File: src/source/fpu_num_pkg.sv
// number format types for the alignment stage
// exponents, extended exponent, mantissa byte, shift count
`default_nettype none

package fpu_num_pkg;

	// signed exponent as it arrives on the inputs
	typedef logic signed [7:0] exponent_t;

	// two extra bits above the sign
	// adder result and D register
	typedef logic signed [9:0] exp_ext_t;

	// one slice of the mantissa
	typedef logic [7:0] mant_byte_t;

	// alignment shift count, enough for the full mantissa width
	typedef logic [5:0] shift_cnt_t;

endpackage

`default_nettype wire

File: src/source/fpu_op_pkg.sv
// operation codes and sequencer states
`default_nettype none

package fpu_op_pkg;

	typedef logic [2:0] op_code_t;

	// fixed point group
	localparam op_code_t OP_AD = 3'd0;
	localparam op_code_t OP_SD = 3'd1;
	localparam op_code_t OP_MW = 3'd2;
	localparam op_code_t OP_DW = 3'd3;

	// floating point group, bit 2 set
	localparam op_code_t OP_AF = 3'd4;
	localparam op_code_t OP_SF = 3'd5;
	localparam op_code_t OP_MF = 3'd6;
	localparam op_code_t OP_DF = 3'd7;

	typedef enum logic [1:0] {
		IDLE,
		DIFF,
		SHIFT,
		DONE
	} seq_state_t;

endpackage

`default_nettype wire

File: src/source/op_decoder.sv
// operation code register and decoder
// one-hot float operation levels, float/fixed class levels
`timescale 1ns/1ps
`default_nettype none

module op_decoder (
	input wire clk_sys,
	input wire _0_f,
	input wire accept,
	input wire fpu_op_pkg::op_code_t ir,
	output logic af_sf,
	output logic mf,
	output logic df,
	output logic ff,
	output logic ss
);

	fpu_op_pkg::op_code_t ir_q;
	// set by the first accepted operation, keeps class levels quiet after reset
	logic op_valid;

	always_ff @(posedge clk_sys, posedge _0_f) begin
		if (_0_f) begin
			ir_q <= '0;
			op_valid <= 1'b0;
		end else if (accept) begin
			ir_q <= ir;
			op_valid <= 1'b1;
		end
	end

	assign af_sf = (ir_q == fpu_op_pkg::OP_AF) | (ir_q == fpu_op_pkg::OP_SF);
	assign mf = ir_q == fpu_op_pkg::OP_MF;
	assign df = ir_q == fpu_op_pkg::OP_DF;

	// class levels
	assign ff = op_valid & (ir_q inside {fpu_op_pkg::OP_AF, fpu_op_pkg::OP_SF,
		fpu_op_pkg::OP_MF, fpu_op_pkg::OP_DF});
	assign ss = op_valid & (ir_q inside {fpu_op_pkg::OP_AD, fpu_op_pkg::OP_SD,
		fpu_op_pkg::OP_MW, fpu_op_pkg::OP_DW});

endmodule

`default_nettype wire

File: src/source/exp_path.sv
// exponent path
// D and B registers, L bus select, exponent adder,
// alignment range and overflow/underflow detectors
`timescale 1ns/1ps
`default_nettype none

module exp_path #(
	parameter int ALIGN_LIMIT = 40
) (
	input wire clk_sys,
	input wire _0_f,
	input wire accept,
	input wire fpu_num_pkg::exponent_t exp_a,
	input wire fpu_num_pkg::exponent_t exp_b,
	input wire sub_mode,
	input wire d_from_sum,
	input wire d_from_b,
	output fpu_num_pkg::exp_ext_t sum,
	output logic big_diff,
	output logic sum_neg,
	output logic ovf,
	output logic unf,
	output fpu_num_pkg::exponent_t exp_out
);

	fpu_num_pkg::exp_ext_t d_q;
	fpu_num_pkg::exponent_t b_q;
	fpu_num_pkg::exp_ext_t l_bus;
	fpu_num_pkg::exp_ext_t b_ext;
	fpu_num_pkg::exp_ext_t b_bus;
	logic l_d;

	assign b_ext = {{2{b_q[7]}}, b_q};

	// L bus source
	always_comb begin
		if (accept) begin
			l_bus = {{2{exp_a[7]}}, exp_a};
		end else if (d_from_sum) begin
			l_bus = sum;
		end else begin
			l_bus = b_ext;
		end
	end

	assign l_d = accept | d_from_sum | d_from_b;

	always_ff @(posedge clk_sys, posedge _0_f) begin
		if (_0_f) begin
			d_q <= '0;
		end else if (l_d) begin
			d_q <= l_bus;
		end
	end

	// B only changes when a new operation is taken
	always_ff @(posedge clk_sys, posedge _0_f) begin
		if (_0_f) begin
			b_q <= '0;
		end else if (accept) begin
			b_q <= exp_b;
		end
	end

	// two's complement of B for D-B
	assign b_bus = sub_mode ? (~b_ext + 10'sd1) : b_ext;

	assign sum = d_q + b_bus;
	assign sum_neg = sum[9];

	// |sum| >= alignment limit
	assign big_diff = (sum >= ALIGN_LIMIT) || (sum <= -ALIGN_LIMIT);

	// extension bits disagree with bit 7
	// positive side is overflow, negative side is underflow
	assign ovf = ~d_q[9] & (d_q[8] | d_q[7]);
	assign unf = d_q[9] & ~(d_q[8] & d_q[7]);

	assign exp_out = d_q[7:0];

endmodule

`default_nettype wire

File: src/source/align_seq.sv
// alignment sequencer
// IDLE/DIFF/SHIFT/DONE state machine, shift down-counter,
// g, wdt and exponent fault indicators, all strobes and done pulse
`timescale 1ns/1ps
`default_nettype none

module align_seq #(
	parameter int MANT_BYTES = 5
) (
	input wire clk_sys,
	input wire _0_f,
	input wire start,
	input wire af_sf,
	input wire mf,
	input wire df,
	input wire ff,
	input wire fpu_num_pkg::exp_ext_t sum,
	input wire big_diff,
	input wire sum_neg,
	input wire ovf,
	input wire unf,
	output logic accept,
	output logic sub_mode,
	output logic d_from_sum,
	output logic d_from_b,
	output logic shift,
	output logic clear,
	output logic sample,
	output logic busy,
	output logic done,
	output logic g,
	output logic wdt,
	output logic fi_ovf,
	output logic fi_unf
);

	// counter bits actually taken from the difference
	localparam int CNT_W = $clog2(8 * MANT_BYTES);

	fpu_op_pkg::seq_state_t state;
	fpu_op_pkg::seq_state_t state_nx;
	fpu_num_pkg::shift_cnt_t cnt;
	fpu_num_pkg::exp_ext_t sum_mag;
	logic float_align;
	logic float_exp;
	logic in_diff;
	logic in_shift;
	logic in_done;
	logic shift_run;

	assign float_align = ff & af_sf;
	assign float_exp = ff & (mf | df);

	assign in_diff = state == fpu_op_pkg::DIFF;
	assign in_shift = state == fpu_op_pkg::SHIFT;
	assign in_done = state == fpu_op_pkg::DONE;

	assign accept = (state == fpu_op_pkg::IDLE) & start;
	assign busy = state != fpu_op_pkg::IDLE;

	assign sum_mag = sum_neg ? -sum : sum;
	// A smaller and within range
	assign shift_run = float_align & sum_neg & ~big_diff;

	// strobes
	assign sub_mode = in_diff & (float_align | (float_exp & df));
	assign d_from_sum = in_diff & float_exp;
	assign clear = in_diff & float_align & sum_neg & big_diff;
	assign shift = in_shift;
	assign d_from_b = in_done & float_align & wdt;
	assign sample = in_done;

	always_comb begin
		state_nx = state;
		case (state)
			fpu_op_pkg::IDLE:
				if (start) state_nx = fpu_op_pkg::DIFF;
			fpu_op_pkg::DIFF:
				state_nx = shift_run ? fpu_op_pkg::SHIFT : fpu_op_pkg::DONE;
			fpu_op_pkg::SHIFT:
				if (cnt == fpu_num_pkg::shift_cnt_t'(1)) state_nx = fpu_op_pkg::DONE;
			fpu_op_pkg::DONE:
				state_nx = fpu_op_pkg::IDLE;
			default:
				state_nx = fpu_op_pkg::IDLE;
		endcase
	end

	always_ff @(posedge clk_sys, posedge _0_f) begin
		if (_0_f) begin
			state <= fpu_op_pkg::IDLE;
			cnt <= '0;
			done <= 1'b0;
		end else begin
			state <= state_nx;
			done <= in_done;
			if (in_diff & shift_run) begin
				cnt <= fpu_num_pkg::shift_cnt_t'(sum_mag[CNT_W-1:0]);
			end else if (in_shift) begin
				cnt <= cnt - 1'b1;
			end
		end
	end

	// difference indicators, only af/sf may set them
	always_ff @(posedge clk_sys, posedge _0_f) begin
		if (_0_f) begin
			g <= 1'b0;
			wdt <= 1'b0;
		end else if (in_diff) begin
			g <= float_align & big_diff;
			wdt <= float_align & sum_neg;
		end
	end

	// exponent faults, D already holds the mf/df result here
	always_ff @(posedge clk_sys, posedge _0_f) begin
		if (_0_f) begin
			fi_ovf <= 1'b0;
			fi_unf <= 1'b0;
		end else if (in_done) begin
			fi_ovf <= float_exp & ovf;
			fi_unf <= float_exp & unf;
		end
	end

endmodule

`default_nettype wire

File: src/source/mant_byte_slice.sv
// one mantissa byte
// clear, load, arithmetic right shift through the chain, zero detect
`timescale 1ns/1ps
`default_nettype none

module mant_byte_slice (
	input wire clk_sys,
	input wire _0_f,
	input wire load,
	input wire fpu_num_pkg::mant_byte_t load_byte,
	input wire shift,
	input wire clear,
	input wire shift_in,
	output fpu_num_pkg::mant_byte_t byte_q,
	output logic shift_out,
	output logic zero
);

	always_ff @(posedge clk_sys, posedge _0_f) begin
		if (_0_f) begin
			byte_q <= '0;
		end else if (clear) begin
			byte_q <= '0;
		end else if (load) begin
			byte_q <= load_byte;
		end else if (shift) begin
			// msb comes from the slice above
			byte_q <= {shift_in, byte_q[7:1]};
		end
	end

	// lsb moves down to the next slice
	assign shift_out = byte_q[0];

	assign zero = byte_q == '0;

endmodule

`default_nettype wire

File: src/source/mant_status.sv
// mantissa status indicators
// zero, normalized and unnormalized, sampled at end of operation
`timescale 1ns/1ps
`default_nettype none

module mant_status #(
	parameter int MANT_BYTES = 5
) (
	input wire clk_sys,
	input wire _0_f,
	input wire sample,
	input wire [MANT_BYTES-1:0] slice_zero,
	input wire fpu_num_pkg::mant_byte_t top_byte,
	output logic mant_zero,
	output logic mant_norm,
	output logic mant_unnorm
);

	logic all_zero;
	logic top_differ;

	assign all_zero = &slice_zero;
	// sign and first magnitude bit
	assign top_differ = top_byte[7] ^ top_byte[6];

	always_ff @(posedge clk_sys, posedge _0_f) begin
		if (_0_f) begin
			mant_zero <= 1'b0;
			mant_norm <= 1'b0;
			mant_unnorm <= 1'b0;
		end else if (sample) begin
			mant_zero <= all_zero;
			mant_norm <= ~all_zero & top_differ;
			mant_unnorm <= ~all_zero & ~top_differ;
		end
	end

endmodule

`default_nettype wire

File: src/source/fpu_align_top.sv
// exponent and alignment stage top level
// decoder, exponent path, sequencer, mantissa slice array, status
`timescale 1ns/1ps
`default_nettype none

module fpu_align_top #(
	parameter int MANT_BYTES = 5
) (
	input wire clk_sys,
	input wire _0_f,
	input wire start,
	input wire fpu_op_pkg::op_code_t ir,
	input wire fpu_num_pkg::exponent_t exp_a,
	input wire fpu_num_pkg::exponent_t exp_b,
	input wire [8*MANT_BYTES-1:0] mant_in,
	output logic busy,
	output logic done,
	output fpu_num_pkg::exponent_t exp_out,
	output logic [8*MANT_BYTES-1:0] mant_out,
	output logic g,
	output logic wdt,
	output logic fi_ovf,
	output logic fi_unf,
	output logic mant_zero,
	output logic mant_norm,
	output logic mant_unnorm,
	output logic ff,
	output logic ss
);

	logic accept;
	logic af_sf;
	logic mf;
	logic df;
	fpu_num_pkg::exp_ext_t sum;
	logic big_diff;
	logic sum_neg;
	logic ovf;
	logic unf;
	logic sub_mode;
	logic d_from_sum;
	logic d_from_b;
	logic shift;
	logic clear;
	logic sample;
	logic [MANT_BYTES-1:0] slice_zero;
	// bit i+1 feeds slice i, top bit is the sign
	logic [MANT_BYTES:0] shift_chain;

	op_decoder u_op_decoder (
		.clk_sys(clk_sys),
		._0_f(_0_f),
		.accept(accept),
		.ir(ir),
		.af_sf(af_sf),
		.mf(mf),
		.df(df),
		.ff(ff),
		.ss(ss)
	);

	exp_path #(
		.ALIGN_LIMIT(8 * MANT_BYTES)
	) u_exp_path (
		.clk_sys(clk_sys),
		._0_f(_0_f),
		.accept(accept),
		.exp_a(exp_a),
		.exp_b(exp_b),
		.sub_mode(sub_mode),
		.d_from_sum(d_from_sum),
		.d_from_b(d_from_b),
		.sum(sum),
		.big_diff(big_diff),
		.sum_neg(sum_neg),
		.ovf(ovf),
		.unf(unf),
		.exp_out(exp_out)
	);

	align_seq #(
		.MANT_BYTES(MANT_BYTES)
	) u_align_seq (
		.clk_sys(clk_sys),
		._0_f(_0_f),
		.start(start),
		.af_sf(af_sf),
		.mf(mf),
		.df(df),
		.ff(ff),
		.sum(sum),
		.big_diff(big_diff),
		.sum_neg(sum_neg),
		.ovf(ovf),
		.unf(unf),
		.accept(accept),
		.sub_mode(sub_mode),
		.d_from_sum(d_from_sum),
		.d_from_b(d_from_b),
		.shift(shift),
		.clear(clear),
		.sample(sample),
		.busy(busy),
		.done(done),
		.g(g),
		.wdt(wdt),
		.fi_ovf(fi_ovf),
		.fi_unf(fi_unf)
	);

	// sign extension on arithmetic shift
	assign shift_chain[MANT_BYTES] = mant_out[8*MANT_BYTES-1];

	genvar i;
	generate
		for (i = 0; i < MANT_BYTES; i++) begin : g_slice
			mant_byte_slice u_slice (
				.clk_sys(clk_sys),
				._0_f(_0_f),
				.load(accept),
				.load_byte(mant_in[8*i +: 8]),
				.shift(shift),
				.clear(clear),
				.shift_in(shift_chain[i+1]),
				.byte_q(mant_out[8*i +: 8]),
				.shift_out(shift_chain[i]),
				.zero(slice_zero[i])
			);
		end
	endgenerate

	mant_status #(
		.MANT_BYTES(MANT_BYTES)
	) u_mant_status (
		.clk_sys(clk_sys),
		._0_f(_0_f),
		.sample(sample),
		.slice_zero(slice_zero),
		.top_byte(mant_out[8*MANT_BYTES-1 -: 8]),
		.mant_zero(mant_zero),
		.mant_norm(mant_norm),
		.mant_unnorm(mant_unnorm)
	);

endmodule

`default_nettype wire

File: config.mk
export PLATFORM = sky130hd
export DESIGN_NAME = fpu_align_top
export DESIGN_NICKNAME = d
export VERILOG_FILES = /design/src/source/fpu_num_pkg.sv /design/src/source/fpu_op_pkg.sv /design/src/source/op_decoder.sv /design/src/source/exp_path.sv /design/src/source/align_seq.sv /design/src/source/mant_byte_slice.sv /design/src/source/mant_status.sv /design/src/source/fpu_align_top.sv
export SDC_FILE = /design/constraint.sdc
export NUM_CORES = 1
export LEC_CHECK = 0
export ABC_AREA = 1
export BUFFER_PORTS_ARGS = -buffer_cell sky130_fd_sc_hd__buf_4
export CAP_MARGIN = 20
export CORE_ASPECT_RATIO = 0.9
export CORE_UTILIZATION = 40
export DETAILED_ROUTE_END_ITERATION = 8
export HOLD_SLACK_MARGIN = 0.03
export SYNTH_ARGS = -nofsm -noshare
export SYNTH_HDL_FRONTEND = slang
export SYNTH_SLANG_ARGS = --single-unit
File: constraint.sdc
create_clock -name clk_sys -period 7.7 [get_ports clk_sys]
set_input_delay 0.77 -clock clk_sys [delete_from_list [all_inputs] [get_ports clk_sys]]
set_output_delay 0.77 -clock clk_sys [all_outputs]
set_load 0.02 [all_outputs]
==> run metrics <==
Arr. time, crit path 4.07 ns; FF-to-FF Start u_align_seq.state[1]$_DFFE_PP0P_; static leakage 3.315 nW; DR WL met3 slightly above 700 um; startpoint types flip-flop; DIE AREA about 13000 um2; commonest non-fill, non-tap cells in the layout nand2_1, buf_4, inv_1; FF+latch count, synth 78; number of synthesized flops with an enable pin 0; DRC 0; Max stage delay on crit path ~0.63 ns; Fmax 258.6 MHz; clk sinks 78; core area 12310 um2; largest net degree at the start of global routing 79; Longest Clk Path Bufs 2; share of cells above drive strength 1 0.2101; Top FF cell, synth dfrtp_1; worst hold path type primary input to async pin; worst reg-to-reg path cell count 19; Antenna Cells 0; flop2flop setup slack 3.83 ns; top layer used by detailed routing met4; RSZ-0062 raised after global routing false; Initial DRC Count 342; Final nets between 800 and 900; Fin. Hold Viols 0; status finished, final reports clean; pwr dens 519.5 nW/um2; Met2 Routed Length 6.364 mm; crit end category flip-flop; crit path cell chain inv_1, ha_1, inv_2, nor2_4, nand2_4, o21ai_0, inv_1, fa_1, ha_1, nand2_1, nand3_1, nor2_1, nor2_1, nor2_1, nand2_2, nand2_2, a21oi_4, buf_4, nor2_1; port buffer count 120; delay-heaviest family, CP adder cells; slowest CP cell fa_1; DR vias 4916; Post-DP HPWL 10.46 mm; H-tree level count 3; pins over their slew limit 0; vias in the first global route 4519; setup_tns 0 ns; register area 1952 um2; fill cell count 1244; die height around 110 um; Buf/Inv on CP 4; Avg WL per Cell 14.75 um; Placed Cells between 900 and 1000; Worst-Skew Late Latency ~0.34 ns; M1 wire length 7.085 mm; Reg clk slew, reported paths roughly 0.060 ns; syn avg cell area ~7.3 um2; commonest non-fill, non-tap cell in the layout nand2_1; Final Wtd Congestion 0.8479; initial antenna violation count 0; Syn Inst Count 706; root buffer selected by CTS clkbuf_16; hold buffers post-CTS 0; total track usage 0.2177; initial core utilization 0.4182; Synth cell types 37; Setup Crit Path Kind flip-flop to flip-flop; Worst EP required 7.90 ns; first-pass GRT wire length 22.64 mm; synth warn 0; Layout area overhead 23.93%; most used cell, CP nor2_1; total gr overflow 0; syn_nets ~790; VDD IR max roughly 0.26 mV; Post-CTS Setup Inserts 0; CTS resizes 0; slew margin rel. 0.5353; setup violators final 0; # IOs 121; sequential fraction of the synthesis area 0.3790; worst slew pin tran 0.6927 ns; DRT antenna net count 0; Die X 121.6 um; CTS tree yes; Max Cap Viol 0; Site Rows 38; drt total wl ~14 mm; non-filler cells, final roughly 970; R2R Path End g_slice[3].u_slice.byte_q[0]$_DFFE_PP0P_; Final period util 0.5023; crit path max fanout 40; vias per inst 5.073; drt pass-1 iters 5; CTS buffer count 9; synthesized area 5150 um2; multi-input gate area in the final layout approximately 2600 um2; min Tclk post-route slightly below 4 ns; Async SR Flop Fraction 1.000; Layout Skew 0.01018 ns
-- where the power goes --
group	leakage, nW	switching, mW	internal [mW]
Sequential	0.954	0.173	0.598
Combinational	2.23	1.36	0.794
Clock	0.135	0.167	0.224
-- cell usage after synthesis (13+ instances only) --
cell	n	area, um2
o21bai_1	13	97.59
inv_1	84	315.3
nand2_1	198	743.2
o211ai_1	20	150.1
ha_1	19	237.7
o21ai_0	64	320.3
nand3_1	31	155.2
dfrtp_1	78	1952
clkbuf_1	21	78.83
nor2_1	51	191.4
a21oi_1	33	165.2
buf_4	14	105.1
-- per-layer routing --
metal,track usage,vias to the layer above
met3,0.03994,11
met1,0.3226,2304
met4,0.04321,0
met5,0,-
met2,0.3300,129
li1,-,2472
-- registers in the layout, summed over array words and instances (netlist names) --
name                       count
u_align_seq.fi_ovf             1
u_align_seq.fi_unf             1
u_exp_path.d_q                10
g_slice.u_slice.byte_q        40
u_mant_status.mant_zero        1
u_align_seq.done               1
u_exp_path.b_q                 8
u_op_decoder.ir_q              3
u_mant_status.mant_norm        1
u_align_seq.g                  1
u_align_seq.wdt                1
u_op_decoder.op_valid          1
u_align_seq.cnt                6
u_mant_status.mant_unnorm      1
u_align_seq.state              2
-- layout make-up --
class / instances / area share
multi-input cells: 501 / 0.4146
clock buffers: 11 / 0.03803
flip-flops and latches: 78 / 0.3058
inverters: 88 / 0.05195
clock inverters: 4 / 0.003725
repair buffers: 127 / 0.1545
well taps: 160 / 0.03137
-- per-stage QoR --
step | util | hold slack [ns] | worst slack (ns) | power (mW) | cell area (um2)
floorplan | - | 0.4482 | 4.571 | 2.323 | 5150
global placement | 0.4928 | 0.4668 | 3.824 | 2.855 | 6068
detailed placement | 0.4928 | 0.4751 | 3.809 | 2.897 | 6068
CTS | 0.5144 | 0.4905 | 3.790 | 3.304 | 6335
global route | 0.5183 | 0.4006 | 3.464 | 3.636 | 6382
finish | 0.5183 | 0.3917 | 3.833 | 3.316 | 6382
-- worst register-to-register path: cells and delay by family, from the launching register on --
kind | cells | cell delay, ns
flops | 1 | 0.42
fa+ha+maj | 3 | 1.09
simple gates | 10 | 0.94
compound gates | 2 | 0.46
buf+inv | 4 | 0.83
-- worst max path at each step --
stage | endpoint | slack [ns] | startpoint | cells past startpoint
floorplan | u_align_seq.cnt[3]$_DFFE_PP0P_ | 4.57 | u_align_seq.state[1]$_DFFE_PP0P_ | 19
detailed placement | g_slice[1].u_slice.byte_q[3]$_DFFE_PP0P_ | 3.81 | start | 9
finish | g_slice[3].u_slice.byte_q[0]$_DFFE_PP0P_ | 3.83 | u_align_seq.state[1]$_DFFE_PP0P_ | 19
global placement | g_slice[4].u_slice.byte_q[4]$_DFFE_PP0P_ | 3.82 | start | 9
CTS | g_slice[4].u_slice.byte_q[4]$_DFFE_PP0P_ | 3.79 | u_align_seq.state[1]$_DFFE_PP0P_ | 19
global route | g_slice[2].u_slice.byte_q[0]$_DFFE_PP0P_ | 3.46 | u_align_seq.state[1]$_DFFE_PP0P_ | 21
-- kinds of logic after synthesis --
| group | synth area share |
|---|---|
| adders and majority gates | 0.05005 |
| xor gates and xnor gates | 0.02211 |
| AOI/OAI and AO/OA | 0.1827 |
| and+or+nand+nor | 0.2575 |
| buffers and inverters | 0.1086 |
| DFF | 0.3790 |
Note: power is estimated with default switching activity, not from simulation.
